===== src/tart_cfg_pkg.sv =====
package tart_cfg_pkg;

   // ------------------------------------------------------------
   // Instrument widths
   // ------------------------------------------------------------

   // Slave bus data, one byte per transfer
   localparam int BUS_WIDTH = 8;

   // Raw antenna word, three bytes from DRAM
   localparam int SAMPLE_WIDTH = 24;

   // Visibilities-per-block count seen by the correlator
   localparam int ACCUM_WIDTH = 24;

   // Block counter, 32 stored visibility blocks
   localparam int BLOCK_BITS = 5;

   // Acquisition write address into DRAM
   localparam int AQ_ADR_WIDTH = 25;

endpackage


===== src/tart_reg_pkg.sv =====
package tart_reg_pkg;

   // ------------------------------------------------------------
   // Register map, 4-bit address
   // ------------------------------------------------------------

   // Raw antenna data
   localparam logic [3:0] AX_STREAM = 4'h0;
   localparam logic [3:0] AX_DATA1 = 4'h1;
   localparam logic [3:0] AX_DATA2 = 4'h2;
   localparam logic [3:0] AX_DATA3 = 4'h3;

   // Acquisition status and control
   localparam logic [3:0] AQ_STATUS = 4'h4;
   localparam logic [3:0] AQ_DEBUG = 4'h6;
   localparam logic [3:0] AQ_SYSTEM = 4'h7;

   // Visibilities access, status and control
   localparam logic [3:0] VX_STREAM = 4'h8;
   localparam logic [3:0] VX_STATUS = 4'h9;
   localparam logic [3:0] VX_SYSTEM = 4'ha;

   // Field positions inside the control registers
   localparam int ENABLE_BIT = 7;
   localparam int OVERWRITE_BIT = 6;
   localparam int LOG_BLOCK_WIDTH = 5;
   localparam int DELAY_WIDTH = 3;

endpackage


===== src/dram_prefetch.sv =====
`timescale 1ns/1ns

module dram_prefetch (
   input  logic                                  clk_i,
   input  logic                                  rst_i,
   // DRAM side
   input  logic                                  data_ready_i,
   input  logic [tart_cfg_pkg::SAMPLE_WIDTH-1:0] data_in_i,
   output logic                                  data_request_o,
   // Reader side
   input  logic                                  word_taken_i,
   output logic                                  word_valid_o,
   output logic [tart_cfg_pkg::SAMPLE_WIDTH-1:0] word_data_o
);

   // Two-word ring plus one request in flight
   logic [tart_cfg_pkg::SAMPLE_WIDTH-1:0] ring [2];
   logic       wr_ptr;
   logic       rd_ptr;
   logic [1:0] count;
   logic       pending;
   logic       pop;

   assign word_valid_o = (count != 2'd0);
   assign word_data_o  = ring[rd_ptr];
   assign pop          = word_taken_i && word_valid_o;

   // Store each returning word at the tail
   always_ff @(posedge clk_i) begin
      if (data_ready_i) begin
         ring[wr_ptr] <= data_in_i;
      end
   end

   always_ff @(posedge clk_i) begin
      if (rst_i) begin
         wr_ptr <= 1'b0;
         rd_ptr <= 1'b0;
         count  <= 2'd0;
      end else begin
         if (data_ready_i) begin
            wr_ptr <= ~wr_ptr;
         end
         if (pop) begin
            rd_ptr <= ~rd_ptr;
         end
         // Push and pop together keep the fill level
         case ({data_ready_i, pop})
            2'b10:   count <= count + 2'd1;
            2'b01:   count <= count - 2'd1;
            default: count <= count;
         endcase
      end
   end

   // ------------------------------------------------------------
   // Request generation
   // ------------------------------------------------------------

   // Held words plus the one in flight never exceed two
   always_ff @(posedge clk_i) begin
      if (rst_i) begin
         data_request_o <= 1'b0;
         pending        <= 1'b0;
      end else begin
         data_request_o <= 1'b0;
         if (data_ready_i) begin
            pending <= 1'b0;
         end
         if (!pending && count < 2'd2) begin
            data_request_o <= 1'b1;
            pending        <= 1'b1;
         end
      end
   end

endmodule


===== src/acq_regs.sv =====
`timescale 1ns/1ns

module acq_regs (
   // Slave bus
   input  logic                                     clk_i,
   input  logic                                     rst_i,
   input  logic                                     cyc_i,
   input  logic                                     stb_i,
   input  logic                                     we_i,
   input  logic [3:0]                               adr_i,
   input  logic [tart_cfg_pkg::BUS_WIDTH-1:0]       dat_i,
   output logic                                     ack_o,
   output logic [tart_cfg_pkg::BUS_WIDTH-1:0]       dat_o,
   // Visibilities master bus
   output logic                                     vx_cyc_o,
   output logic                                     vx_stb_o,
   input  logic                                     vx_ack_i,
   input  logic [tart_cfg_pkg::BUS_WIDTH-1:0]       vx_dat_i,
   // Block flags and unit status
   input  logic                                     overflow_i,
   input  logic                                     newblock_i,
   input  logic                                     streamed_i,
   input  logic                                     vx_stuck_i,
   input  logic                                     vx_limp_i,
   input  logic [tart_cfg_pkg::AQ_ADR_WIDTH-1:0]    aq_adr_i,
   input  logic                                     spi_busy_i,
   // Control outputs
   output logic [tart_cfg_pkg::BLOCK_BITS-1:0]      vx_blk_o,
   output logic [tart_cfg_pkg::ACCUM_WIDTH-1:0]     blocksize_o,
   output logic                                     vx_enabled_o,
   output logic                                     vx_overwrite_o,
   output logic                                     aq_enabled_o,
   output logic                                     aq_debug_mode_o,
   output logic [tart_reg_pkg::DELAY_WIDTH-1:0]     aq_sample_delay_o,
   output logic                                     available_o,
   output logic                                     accessed_o,
   // Prefetch buffer
   input  logic                                     word_valid_i,
   input  logic [tart_cfg_pkg::SAMPLE_WIDTH-1:0]    word_data_i,
   output logic                                     word_taken_o
);

   logic request;
   logic wr_req;
   logic x_ack;
   logic send;
   logic [1:0] byte_idx;
   logic [tart_cfg_pkg::BUS_WIDTH-1:0] ax_stream;
   logic [tart_cfg_pkg::BUS_WIDTH-1:0] aq_debug;
   logic [tart_cfg_pkg::BUS_WIDTH-1:0] aq_system;
   logic [tart_cfg_pkg::BUS_WIDTH-1:0] vx_status;
   logic [tart_cfg_pkg::BUS_WIDTH-1:0] vx_system;
   logic [tart_reg_pkg::LOG_BLOCK_WIDTH-1:0] log_block;
   logic [tart_cfg_pkg::BLOCK_BITS-1:0] new_blk;
   logic upd_blk;
   logic bs_upd;
   logic [tart_cfg_pkg::ACCUM_WIDTH-1:0] bs_pow;

   // New request of a classic cycle only
   assign request = cyc_i && stb_i && !ack_o;
   assign wr_req  = request && we_i;

   // Pass-through strobe to the visibilities unit
   assign vx_cyc_o = cyc_i;
   assign vx_stb_o = request && (adr_i == tart_reg_pkg::VX_STREAM);

   // Acknowledged visibilities read and sent antenna byte
   assign x_ack = vx_stb_o && !we_i && vx_ack_i;
   assign send  = request && !we_i && (adr_i == tart_reg_pkg::AX_STREAM) && word_valid_i;

   // ------------------------------------------------------------
   // Read formats
   // ------------------------------------------------------------
   always_comb begin
      aq_debug = '0;
      aq_debug[tart_reg_pkg::ENABLE_BIT]     = aq_debug_mode_o;
      aq_debug[tart_reg_pkg::ENABLE_BIT - 1] = vx_stuck_i;
      aq_debug[tart_reg_pkg::ENABLE_BIT - 2] = vx_limp_i;

      aq_system = '0;
      aq_system[tart_reg_pkg::ENABLE_BIT] = aq_enabled_o;
      aq_system[tart_reg_pkg::DELAY_WIDTH-1:0] = aq_sample_delay_o;

      vx_system = '0;
      vx_system[tart_reg_pkg::ENABLE_BIT]    = vx_enabled_o;
      vx_system[tart_reg_pkg::OVERWRITE_BIT] = vx_overwrite_o;
      vx_system[tart_reg_pkg::LOG_BLOCK_WIDTH-1:0] = log_block;
   end

   // Flags in the top three bits and counter below
   assign vx_status = {available_o, accessed_o, overflow_i, vx_blk_o};

   // Head word bytes from high to low
   always_comb begin
      case (byte_idx)
         2'd0:    ax_stream = word_data_i[23:16];
         2'd1:    ax_stream = word_data_i[15:8];
         default: ax_stream = word_data_i[7:0];
      endcase
   end

   // ------------------------------------------------------------
   // Bus acknowledge and read data
   // ------------------------------------------------------------
   always_ff @(posedge clk_i) begin
      if (rst_i) begin
         ack_o <= 1'b0;
      end else if (request) begin
         if (adr_i == tart_reg_pkg::VX_STREAM) begin
            ack_o <= vx_ack_i;
         end else if (adr_i == tart_reg_pkg::AX_STREAM && !we_i) begin
            // Stall until DRAM has filled the head
            ack_o <= word_valid_i;
         end else begin
            ack_o <= 1'b1;
         end
      end else begin
         ack_o <= 1'b0;
      end
   end

   always_ff @(posedge clk_i) begin
      if (request && !we_i) begin
         case (adr_i)
            tart_reg_pkg::AX_STREAM: dat_o <= ax_stream;
            tart_reg_pkg::AX_DATA1:  dat_o <= word_valid_i ? word_data_i[23:16] : '0;
            tart_reg_pkg::AX_DATA2:  dat_o <= word_valid_i ? word_data_i[15:8] : '0;
            tart_reg_pkg::AX_DATA3:  dat_o <= word_valid_i ? word_data_i[7:0] : '0;
            tart_reg_pkg::AQ_STATUS: dat_o <= aq_adr_i[tart_cfg_pkg::BUS_WIDTH-1:0];
            tart_reg_pkg::AQ_DEBUG:  dat_o <= aq_debug;
            tart_reg_pkg::AQ_SYSTEM: dat_o <= aq_system;
            tart_reg_pkg::VX_STREAM: dat_o <= vx_dat_i;
            tart_reg_pkg::VX_STATUS: dat_o <= vx_status;
            tart_reg_pkg::VX_SYSTEM: dat_o <= vx_system;
            default:                 dat_o <= '0;
         endcase
      end
   end

   // ------------------------------------------------------------
   // Register writes
   // ------------------------------------------------------------
   always_ff @(posedge clk_i) begin
      if (rst_i) begin
         aq_enabled_o      <= 1'b0;
         aq_debug_mode_o   <= 1'b0;
         aq_sample_delay_o <= '0;
         vx_overwrite_o    <= 1'b0;
         log_block         <= '0;
         upd_blk           <= 1'b0;
      end else begin
         upd_blk <= 1'b0;
         if (wr_req) begin
            case (adr_i)
               tart_reg_pkg::AQ_DEBUG: begin
                  aq_debug_mode_o <= dat_i[tart_reg_pkg::ENABLE_BIT];
               end
               tart_reg_pkg::AQ_SYSTEM: begin
                  aq_enabled_o      <= dat_i[tart_reg_pkg::ENABLE_BIT];
                  aq_sample_delay_o <= dat_i[tart_reg_pkg::DELAY_WIDTH-1:0];
               end
               // Counter loads on the following edge
               tart_reg_pkg::VX_STATUS: begin
                  upd_blk <= 1'b1;
               end
               tart_reg_pkg::VX_SYSTEM: begin
                  vx_overwrite_o <= dat_i[tart_reg_pkg::OVERWRITE_BIT];
                  log_block      <= dat_i[tart_reg_pkg::LOG_BLOCK_WIDTH-1:0];
               end
               default: begin
               end
            endcase
         end
      end
   end

   always_ff @(posedge clk_i) begin
      if (wr_req && adr_i == tart_reg_pkg::VX_STATUS) begin
         new_blk <= dat_i[tart_cfg_pkg::BLOCK_BITS-1:0];
      end
   end

   // Write wins over overflow auto-disable
   always_ff @(posedge clk_i) begin
      if (rst_i) begin
         vx_enabled_o <= 1'b0;
      end else if (wr_req && adr_i == tart_reg_pkg::VX_SYSTEM) begin
         vx_enabled_o <= dat_i[tart_reg_pkg::ENABLE_BIT];
      end else if (overflow_i && !vx_overwrite_o) begin
         vx_enabled_o <= 1'b0;
      end
   end

   // ------------------------------------------------------------
   // Block bookkeeping
   // ------------------------------------------------------------
   always_ff @(posedge clk_i) begin
      if (rst_i) begin
         available_o <= 1'b0;
         accessed_o  <= 1'b0;
      end else if (newblock_i) begin
         available_o <= 1'b1;
         accessed_o  <= 1'b0;
      end else if (x_ack) begin
         available_o <= 1'b0;
         accessed_o  <= 1'b1;
      end
   end

   // Wraps after the last block
   always_ff @(posedge clk_i) begin
      if (rst_i) begin
         vx_blk_o <= '0;
      end else if (upd_blk) begin
         vx_blk_o <= new_blk;
      end else if (streamed_i) begin
         vx_blk_o <= vx_blk_o + 1'b1;
      end
   end

   // Blocksize is 2^log_block minus 1 and saturates from 24 up
   assign bs_pow = (tart_cfg_pkg::ACCUM_WIDTH)'(1) << log_block;

   always_ff @(posedge clk_i) begin
      if (rst_i) begin
         bs_upd      <= 1'b0;
         blocksize_o <= '0;
      end else begin
         bs_upd <= wr_req && (adr_i == tart_reg_pkg::VX_SYSTEM);
         if (bs_upd) begin
            if (log_block >= tart_cfg_pkg::ACCUM_WIDTH) begin
               blocksize_o <= '1;
            end else begin
               blocksize_o <= bs_pow - 1'b1;
            end
         end
      end
   end

   // ------------------------------------------------------------
   // Antenna byte sequencing
   // ------------------------------------------------------------

   // Index restarts whenever SPI goes idle
   always_ff @(posedge clk_i) begin
      if (rst_i || !spi_busy_i) begin
         byte_idx <= 2'd0;
      end else if (send) begin
         byte_idx <= (byte_idx == 2'd2) ? 2'd0 : byte_idx + 2'd1;
      end
   end

   // Pop the head along with the low-byte ack
   always_ff @(posedge clk_i) begin
      if (rst_i) begin
         word_taken_o <= 1'b0;
      end else begin
         word_taken_o <= send && (byte_idx == 2'd2);
      end
   end

endmodule


===== src/tart_acq_top.sv =====
`timescale 1ns/1ns

module tart_acq_top (
   // Slave bus
   input  logic                                     clk_i,
   input  logic                                     rst_i,
   input  logic                                     cyc_i,
   input  logic                                     stb_i,
   input  logic                                     we_i,
   input  logic [3:0]                               adr_i,
   input  logic [tart_cfg_pkg::BUS_WIDTH-1:0]       dat_i,
   output logic                                     ack_o,
   output logic [tart_cfg_pkg::BUS_WIDTH-1:0]       dat_o,
   // Visibilities unit
   output logic                                     vx_cyc_o,
   output logic                                     vx_stb_o,
   input  logic                                     vx_ack_i,
   input  logic [tart_cfg_pkg::BUS_WIDTH-1:0]       vx_dat_i,
   input  logic                                     overflow_i,
   input  logic                                     newblock_i,
   input  logic                                     streamed_i,
   input  logic                                     vx_stuck_i,
   input  logic                                     vx_limp_i,
   // Acquisition unit and SPI
   input  logic [tart_cfg_pkg::AQ_ADR_WIDTH-1:0]    aq_adr_i,
   input  logic                                     spi_busy_i,
   // Settings
   output logic [tart_cfg_pkg::BLOCK_BITS-1:0]      vx_blk_o,
   output logic [tart_cfg_pkg::ACCUM_WIDTH-1:0]     blocksize_o,
   output logic                                     vx_enabled_o,
   output logic                                     vx_overwrite_o,
   output logic                                     aq_enabled_o,
   output logic                                     aq_debug_mode_o,
   output logic [tart_reg_pkg::DELAY_WIDTH-1:0]     aq_sample_delay_o,
   output logic                                     available_o,
   output logic                                     accessed_o,
   // DRAM
   input  logic                                     data_ready_i,
   input  logic [tart_cfg_pkg::SAMPLE_WIDTH-1:0]    data_in_i,
   output logic                                     data_request_o
);

   // Head of the prefetch buffer
   logic                                  word_valid;
   logic [tart_cfg_pkg::SAMPLE_WIDTH-1:0] word_data;
   logic                                  word_taken;

   acq_regs u_acq_regs (
      .clk_i             (clk_i),
      .rst_i             (rst_i),
      .cyc_i             (cyc_i),
      .stb_i             (stb_i),
      .we_i              (we_i),
      .adr_i             (adr_i),
      .dat_i             (dat_i),
      .ack_o             (ack_o),
      .dat_o             (dat_o),
      .vx_cyc_o          (vx_cyc_o),
      .vx_stb_o          (vx_stb_o),
      .vx_ack_i          (vx_ack_i),
      .vx_dat_i          (vx_dat_i),
      .overflow_i        (overflow_i),
      .newblock_i        (newblock_i),
      .streamed_i        (streamed_i),
      .vx_stuck_i        (vx_stuck_i),
      .vx_limp_i         (vx_limp_i),
      .aq_adr_i          (aq_adr_i),
      .spi_busy_i        (spi_busy_i),
      .vx_blk_o          (vx_blk_o),
      .blocksize_o       (blocksize_o),
      .vx_enabled_o      (vx_enabled_o),
      .vx_overwrite_o    (vx_overwrite_o),
      .aq_enabled_o      (aq_enabled_o),
      .aq_debug_mode_o   (aq_debug_mode_o),
      .aq_sample_delay_o (aq_sample_delay_o),
      .available_o       (available_o),
      .accessed_o        (accessed_o),
      .word_valid_i      (word_valid),
      .word_data_i       (word_data),
      .word_taken_o      (word_taken)
   );

   // Keeps DRAM one or two words ahead of the reader
   dram_prefetch u_dram_prefetch (
      .clk_i          (clk_i),
      .rst_i          (rst_i),
      .data_ready_i   (data_ready_i),
      .data_in_i      (data_in_i),
      .data_request_o (data_request_o),
      .word_taken_i   (word_taken),
      .word_valid_o   (word_valid),
      .word_data_o    (word_data)
   );

endmodule


===== config.mk =====
export PLATFORM = sky130hd
export DESIGN_NAME = tart_acq_top
export DESIGN_NICKNAME = d
export VERILOG_FILES = /design/src/tart_cfg_pkg.sv /design/src/tart_reg_pkg.sv /design/src/dram_prefetch.sv /design/src/acq_regs.sv /design/src/tart_acq_top.sv
export SDC_FILE = /design/constraint.sdc
export NUM_CORES = 1
export LEC_CHECK = 0
export ABC_AREA = 0
export BUFFER_PORTS_ARGS = -buffer_cell sky130_fd_sc_hd__buf_2
export CAP_MARGIN = 20
export CORE_UTILIZATION = 49
export DETAILED_ROUTE_END_ITERATION = 8
export PLACE_DENSITY = 0.74
export REMOVE_ABC_BUFFERS = 1
export SYNTH_ARGS = -nofsm -noshare
export SYNTH_HDL_FRONTEND = slang
export SYNTH_SLANG_ARGS = --single-unit

===== constraint.sdc =====
create_clock -name clk_i -period 5.72 [get_ports clk_i]
set_clock_uncertainty 0.15 [all_clocks]
set_input_delay 0.572 -clock clk_i [delete_from_list [all_inputs] [get_ports clk_i]]
set_output_delay 0.572 -clock clk_i [all_outputs]
set_load 0.005 [all_outputs]

==> flow_metrics.env, run 1 <==
export IMPL_port_buffers=113
export IMPL_p_switching_mw=0.444
export IMPL_vias=4552
export IMPL_synthAdderAreaFrac_pct=0.673
export IMPL_finalCritPeriodShare_pct=55.8
export IMPL_cts_resized_gates=0
export IMPL_run_status="finished clean"
export IMPL_met2_usage_pct=39.9
export IMPL_hold_buffers=0
export IMPL_rsz0062_at_grt="false"
export IMPL_combPwrFrac_pct=7.0
export IMPL_synth_compound_area_share_pct=13.9
export IMPL_hold_ws_ns=0.186
export IMPL_postCtsSetupRepairBufs=0
export IMPL_core_area_um2=11000
export IMPL_seqPwrFrac_pct=45.9
export IMPL_yosys_area_top_type_share_pct=32.8
export IMPL_pwr_share_clk_pct=47.2
export IMPL_drt_pass1_iter_count=5
export IMPL_ios=132
export IMPL_avgSynthCellArea_um2=10.9
export IMPL_h_tree_depth=4
export IMPL_wirelength_um=14000
export IMPL_critPathBufInv=0
export IMPL_die_w_um=109
export IMPL_grt_first_pass_wirelength_um=21700
export IMPL_startpoint_type="flip-flop"
export IMPL_slew_violations=0
export IMPL_grt_pass1_vias=4333
export IMPL_yosysUniqueCellTypes=67
export IMPL_internal_power_mw=1.59
export IMPL_clock_path_buffers=2
export IMPL_synth_top_family_by_area="simple AND/OR/NAND/NOR gates"
export IMPL_period_minus_slack_ns=3.19
export IMPL_crit_chain="nor2_1, nand3_1, ha_1, nor2b_1, a31oi_1, o2111ai_1, o21ai_0"
export IMPL_fin_tns_setup_ns=0
export IMPL_antenna_found_initial=0
export IMPL_worst_ep_required_time_ns=5.84
export IMPL_critical_path_slowest_cell="dfxtp_1"
export IMPL_ir_drop_mv=0.168
export IMPL_cts_root_buf="clkbuf_16"
export IMPL_cts_buffers=17
export IMPL_rows=38
export IMPL_syn_inst=512
export IMPL_p_per_area_nw_per_um2=303
export IMPL_max_slew_margin_pct=26.3
export IMPL_synth_edf_count=61
export IMPL_ys_flop_type="edfxtp_1"
export IMPL_synth_mux_area_share_pct=10.8
export IMPL_grt_max_degree=53
export IMPL_worst_pin_slew_ns=1.10
export IMPL_met3_usage_pct=5.62
export IMPL_drc=0
export IMPL_syn_to_final_growth_pct=20.2
export IMPL_yosysWarningCount=0
export IMPL_cellLeakagePower_nw=2.52
export IMPL_synth_seq_cells=117
export IMPL_yosys_area_share_simple_pct=16.5
export IMPL_place_gp_congestion=0.838
export IMPL_via_per_inst=6.01
export IMPL_dp_hpwl_um=9380
export IMPL_arrival_ns=3.31
export IMPL_yosys_area_top_type="edfxtp_1"
export IMPL_clkTransAtPathRegs_ns=0.05
export IMPL_clock_sinks=117
export IMPL_final_instance_count_excl_fill=758
export IMPL_diodes=0
export IMPL_synthesis_area_um2=5580
export IMPL_crit_family="flip-flops"
export IMPL_first_iter_violations=358
export IMPL_ys_seq_area_share_pct=52.9
export IMPL_async_flop_share_pct=0
export IMPL_nNetsFinal=690
export IMPL_start_util_pct=50.8
export IMPL_holdCritPathClass="primary input to flip-flop"
export IMPL_die_h_um=109
export IMPL_use_met1_pct=31.4
export IMPL_busiest_layer="met2"
export IMPL_drv_cap=0
export IMPL_worstPathMaxFanout=29
export IMPL_switching_share_pct=21.8
export IMPL_die_area_um2=11800
export IMPL_worstSetupPathType="flip-flop to flip-flop"
export IMPL_slowest_delay_ns=0.93
export IMPL_netlist_top_cells_area="edfxtp_1 (33%), dfxtp_1 (20%), mux2_2 (4.2%)"
export IMPL_fmax_ghz=0.314
export IMPL_placed_cells=726
export IMPL_hold_violations=0
export IMPL_grt_usage_pct=24.5
export IMPL_clk_latency_ns=0.41
export IMPL_end_kind="flip-flop"
export IMPL_drive_above_1_share_pct=28.6
export IMPL_wire_per_inst_um=18.5
export IMPL_setup_violations_final=0
export IMPL_cts_tree="built"
export IMPL_post_route_util_pct=61.1
export IMPL_drtAntennaViolNets=0
export IMPL_synth_xor_area_share_pct=1.41
export IMPL_grt_overflow=0
cells by family after synthesis:
group,after synthesis
AOI/OAI and AO/OA,113
xor gates and xnor gates,9
adders and majority gates,3
buffers and inverters,47
DFF,117
muxes,50
and+or+nand+nor,173
synthesized netlist by cell type (4+ instances only):
master,count
edfxtp_1,61
dfxtp_1,56
nor2_1,49
nand2_1,36
a21oi_1,29
clkbuf_1,28
mux2i_1,23
mux2_2,21
nand3_1,15
o21ai_0,15
nor2b_1,11
nor3_1,11
a22oi_1,9
xnor2_1,8
a31oi_1,7
a32oi_1,7
a311oi_1,6
and3_1,6
buf_2,6
mux4_2,6
a211oi_1,5
and2_1,5
buf_4,5
nand2b_1,5
nand4_1,5
a21o_1,4
nand3b_1,4
o22ai_1,4
final cells by class:
type	instances	area (um2)
Fill cell	889	4270
Sequential cell	117	2950
Multi-Input combinational cell	348	2410
Timing Repair Buffer	117	616
Clock buffer	28	518
Tap cell	140	175
Clock inverter	4	21.3
Inverter	4	15.0
per-layer routing:
| metal | vias to the layer above | wire length, um |
|---|---|---|
| met5 | - | 0 |
| met1 | 2183 | 5780 |
| li1 | 2115 | - |
| met3 | 31 | 1170 |
| met4 | 0 | 338 |
| met2 | 223 | 6720 |
state kept, by name, summed over array words and instances, names as in the netlist, 2 cells and up, named ones only:
signal,cells
u_dram_prefetch.ring,48
u_acq_regs.blocksize_o,24
u_acq_regs.dat_o,8
u_acq_regs.log_block,5
u_acq_regs.new_blk,5
u_acq_regs.vx_blk_o,5
u_acq_regs.aq_sample_delay_o,3
u_acq_regs.byte_idx,2
u_dram_prefetch.count,2
cell usage in the layout, fill, tap and decap left out, types with 5 or more instances in the layout:
master / instances
buf_2: 113
edfxtp_1: 61
dfxtp_1: 56
nor2_1: 48
nand2_1: 36
a21oi_1: 29
mux2i_1: 23
mux2_2: 21
clkbuf_16: 18
o21ai_0: 15
nand3_1: 15
nor2b_1: 11
nor3_1: 11
a22oi_1: 9
xnor2_1: 8
a32oi_1: 7
a31oi_1: 7
clkbuf_1: 7
mux4_2: 6
and3_1: 6
a311oi_1: 6
nand2b_1: 5
and2_1: 5
nand4_1: 5
a211oi_1: 5
power by group through the flow:
stage / Combinational (mW) / Clock, mW / Sequential, mW
final: 0.141 / 0.959 / 0.932
after global routing: 0.153 / 1.01 / 0.935
after CTS: 0.141 / 0.966 / 0.932
after detailed placement: 0.139 / 0 / 0.949
after global placement: 0.133 / 0 / 0.947
after floorplan: 0.0678 / 0 / 0.945
metrics by stage:
| stage | area (um2) | worst slack [ns] | power (mW) |
|---|---|---|---|
| after floorplan | 5380 | 2.87 | 1.01 |
| after global placement | 6140 | 2.70 | 1.08 |
| final | 6710 | 2.53 | 2.03 |
| after detailed placement | 6170 | 2.65 | 1.09 |
| after CTS | 6710 | 2.61 | 2.04 |
| after global routing | 6710 | 2.21 | 2.09 |
worst register-to-register path, stage by stage, from the launching register on:
cell,delay (ns)
dfxtp_1,0.93
nor2_1,0.39
nand3_1,0.19
ha_1,0.61
nor2b_1,0.34
a31oi_1,0.13
o2111ai_1,0.21
o21ai_0,0.11
worst paths after layout:
| check | from | end | slack [ns] | depth (start not counted) |
|---|---|---|---|---|
| worst min-delay path | newblock_i | u_acq_regs.accessed_o$_SDFFE_PP0P_ | 0.19 | 2 |
| worst min register to register | u_dram_prefetch.pending$_SDFFE_PP0P_ | u_dram_prefetch.data_request_o$_SDFF_PP0_ | 0.31 | 1 |
| worst max-delay path | u_acq_regs.log_block[3]$_SDFFE_PP0P_ | u_acq_regs.blocksize_o[2]$_SDFFE_PP0P_ | 2.53 | 7 |
| worst max register to register | u_acq_regs.log_block[3]$_SDFFE_PP0P_ | u_acq_regs.blocksize_o[2]$_SDFFE_PP0P_ | 2.53 | 7 |
(Power assumes the default switching activity.)
==> run 2, diff against run 1 <==
clock period = 3 ns   (was 5.72 ns; I/O delays follow)
==> flow_metrics.env, run 2 (same netlist as run 1, synthesis figures left out) <==
export IMPL_cellLeakagePower_nw=2.75
export IMPL_r2r_slack_ns=0.45
export IMPL_crit_chain="or2_2, nor2_1, nand2_1, ha_1, nor2b_1, a31oi_1, o2111ai_1, o21ai_0"
export IMPL_slowest_delay_ns=0.59
export IMPL_first_iter_violations=280
export IMPL_run_status="finished clean"
export IMPL_period_minus_slack_ns=2.55
export IMPL_dp_hpwl_um=9960
export IMPL_die_w_um=109
export IMPL_hold_ws_ns=0.0134
export IMPL_power_mw=4.16
export IMPL_rows=38
export IMPL_grt_first_pass_wirelength_um=22700
export IMPL_top_regs="u_dram_prefetch.ring x48, u_acq_regs.blocksize_o x24, u_acq_regs.dat_o x8"
export IMPL_regArea_um2=2950
export IMPL_die_area_um2=11800
export IMPL_clock_path_buffers=2
export IMPL_die_h_um=109
export IMPL_drtAntennaViolNets=0
export IMPL_grt_overflow=0
export IMPL_busiest_layer="met2"
export IMPL_final_common_cell="buf_2"
export IMPL_core_area_um2=11000
export IMPL_end_kind="flip-flop"
export IMPL_holdCritPathClass="primary input to flip-flop"
export IMPL_cts_root_buf="clkbuf_16"
export IMPL_vias=4689
export IMPL_grt_max_degree=33
export IMPL_postCtsSetupRepairBufs=0
export IMPL_use_met1_pct=32.9
export IMPL_largest_register_ffs=48
export IMPL_met3_usage_pct=7.35
export IMPL_critical_path_slowest_cell="ha_1"
export IMPL_via_per_inst=5.85
export IMPL_antenna_found_initial=0
export IMPL_multi_input_area_um2=2410
export IMPL_finalCritPeriodShare_pct=84.9
export IMPL_setup_violations_final=0
export IMPL_drc=0
export IMPL_start_util_pct=50.8
export IMPL_clk_latency_ns=0.41
export IMPL_fin_tns_setup_ns=0
export IMPL_startpoint_type="flip-flop"
export IMPL_n_fill_cell=859
export IMPL_grt_pass1_vias=4547
export IMPL_met2_usage_pct=40.8
export IMPL_nNetsFinal=733
export IMPL_syn_to_final_growth_pct=28.3
export IMPL_place_gp_congestion=0.843
export IMPL_final_cell_mix="buf_2 (113), edfxtp_1 (61), dfxtp_1 (56)"
export IMPL_drive_above_1_share_pct=28.9
export IMPL_worstPathMaxFanout=22
export IMPL_arrival_ns=2.68
export IMPL_cts_tree="built"
export IMPL_ios=132
export IMPL_worst_ep_required_time_ns=3.14
export IMPL_max_slew_margin_pct=36.4
export IMPL_fmax_ghz=0.393
export IMPL_ir_drop_mv=0.318
export IMPL_clkTransAtPathRegs_ns=0.05
export IMPL_rsz0062_at_grt="false"
export IMPL_worstSetupPathType="flip-flop to flip-flop"
export IMPL_h_tree_depth=4
export IMPL_drv_cap=0
export IMPL_port_buffers=113
export IMPL_hold_violations=0
export IMPL_slew_violations=0
export IMPL_worst_pin_slew_ns=0.941
export IMPL_drt_pass1_iter_count=4
export IMPL_wirelength_um=15000
export IMPL_wire_per_inst_um=18.7
export IMPL_post_route_util_pct=65.2
export IMPL_diodes=0
export IMPL_clock_sinks=117
export IMPL_largest_register="u_dram_prefetch.ring"
export IMPL_p_per_area_nw_per_um2=581
export IMPL_cts_buffers=17
export IMPL_grt_usage_pct=26.1
[run 2: cell count changes in the layout (fill, tap and decap cells not counted)]
cell	change
clkbuf_16	-1
buf_16	-1
clkbuf_1	-6
inv_4	-1
clkbuf_8	-2
dlygate4sd3_1	+32
bufinv_16	+4
clkinv_2	+3
buf_4	+12
clkinv_1	+3
[run 2: final timing paths]
check | startpoint | endpoint | cells past startpoint
max | u_acq_regs.log_block[1]$_SDFFE_PP0P_ | u_acq_regs.blocksize_o[2]$_SDFFE_PP0P_ | 8
min | dat_i[6] | u_acq_regs.vx_overwrite_o$_SDFFE_PP0P_ | 3
max reg2reg | u_acq_regs.log_block[1]$_SDFFE_PP0P_ | u_acq_regs.blocksize_o[2]$_SDFFE_PP0P_ | 8
min reg2reg | u_dram_prefetch.pending$_SDFFE_PP0P_ | u_dram_prefetch.data_request_o$_SDFF_PP0_ | 1
[run 2: final cells by class]
cell class | instances | area share (%)
multi-input combinational | 348 | 33.7
timing repair buffer | 160 | 13.9
sequential | 117 | 41.3
tap | 140 | 2.45
clock inverter | 13 | 2.25
inverter | 4 | 0.210
clock buffer | 19 | 6.19
[run 2: repair_timing]
item | in CTS | in global routing
hold endpoints to repair | 58 | 0
hold buffers | 32 | 0
gates resized for setup | 0 | 0
[run 2: per-layer routing]
layer / vias to the layer above / part of all wire, % / routed length, um
met2: 211 / 47 / 7100
met5: - / 0 / 0
met3: 32 / 8.0 / 1190
li1: 2206 / - / -
met4: 0 / 2.9 / 441
met1: 2240 / 42 / 6260
[run 2: per-stage QoR]
| step | setup WS (ns) | cells | area, um2 |
|---|---|---|---|
| 2_1_floorplan | 0.145 | 469 | 5380 |
| 5_1_grt | 0.258 | 801 | 7160 |
| 4_1_cts | 0.497 | 801 | 7160 |
| 3_3_place_gp | 0.596 | 737 | 6230 |
| 6_report | 0.454 | 801 | 7160 |
| 3_5_place_dp | 0.546 | 737 | 6230 |
[run 2: power by group]
part	switching, mW	total (mW)	internal, mW
sequential	0.0276	1.78	1.75
clock	0.685	2.08	1.39
combinational	0.163	0.305	0.142
[run 2: worst max-delay path: cells and delay by family (launching register included)]
kind / cells / cell delay [ns]
AND/OR/NAND/NOR: 4 / 0.71
adder cells (fa/ha/maj): 1 / 0.59
flip-flops: 1 / 0.57
AO/OA/AOI/OAI: 3 / 0.38
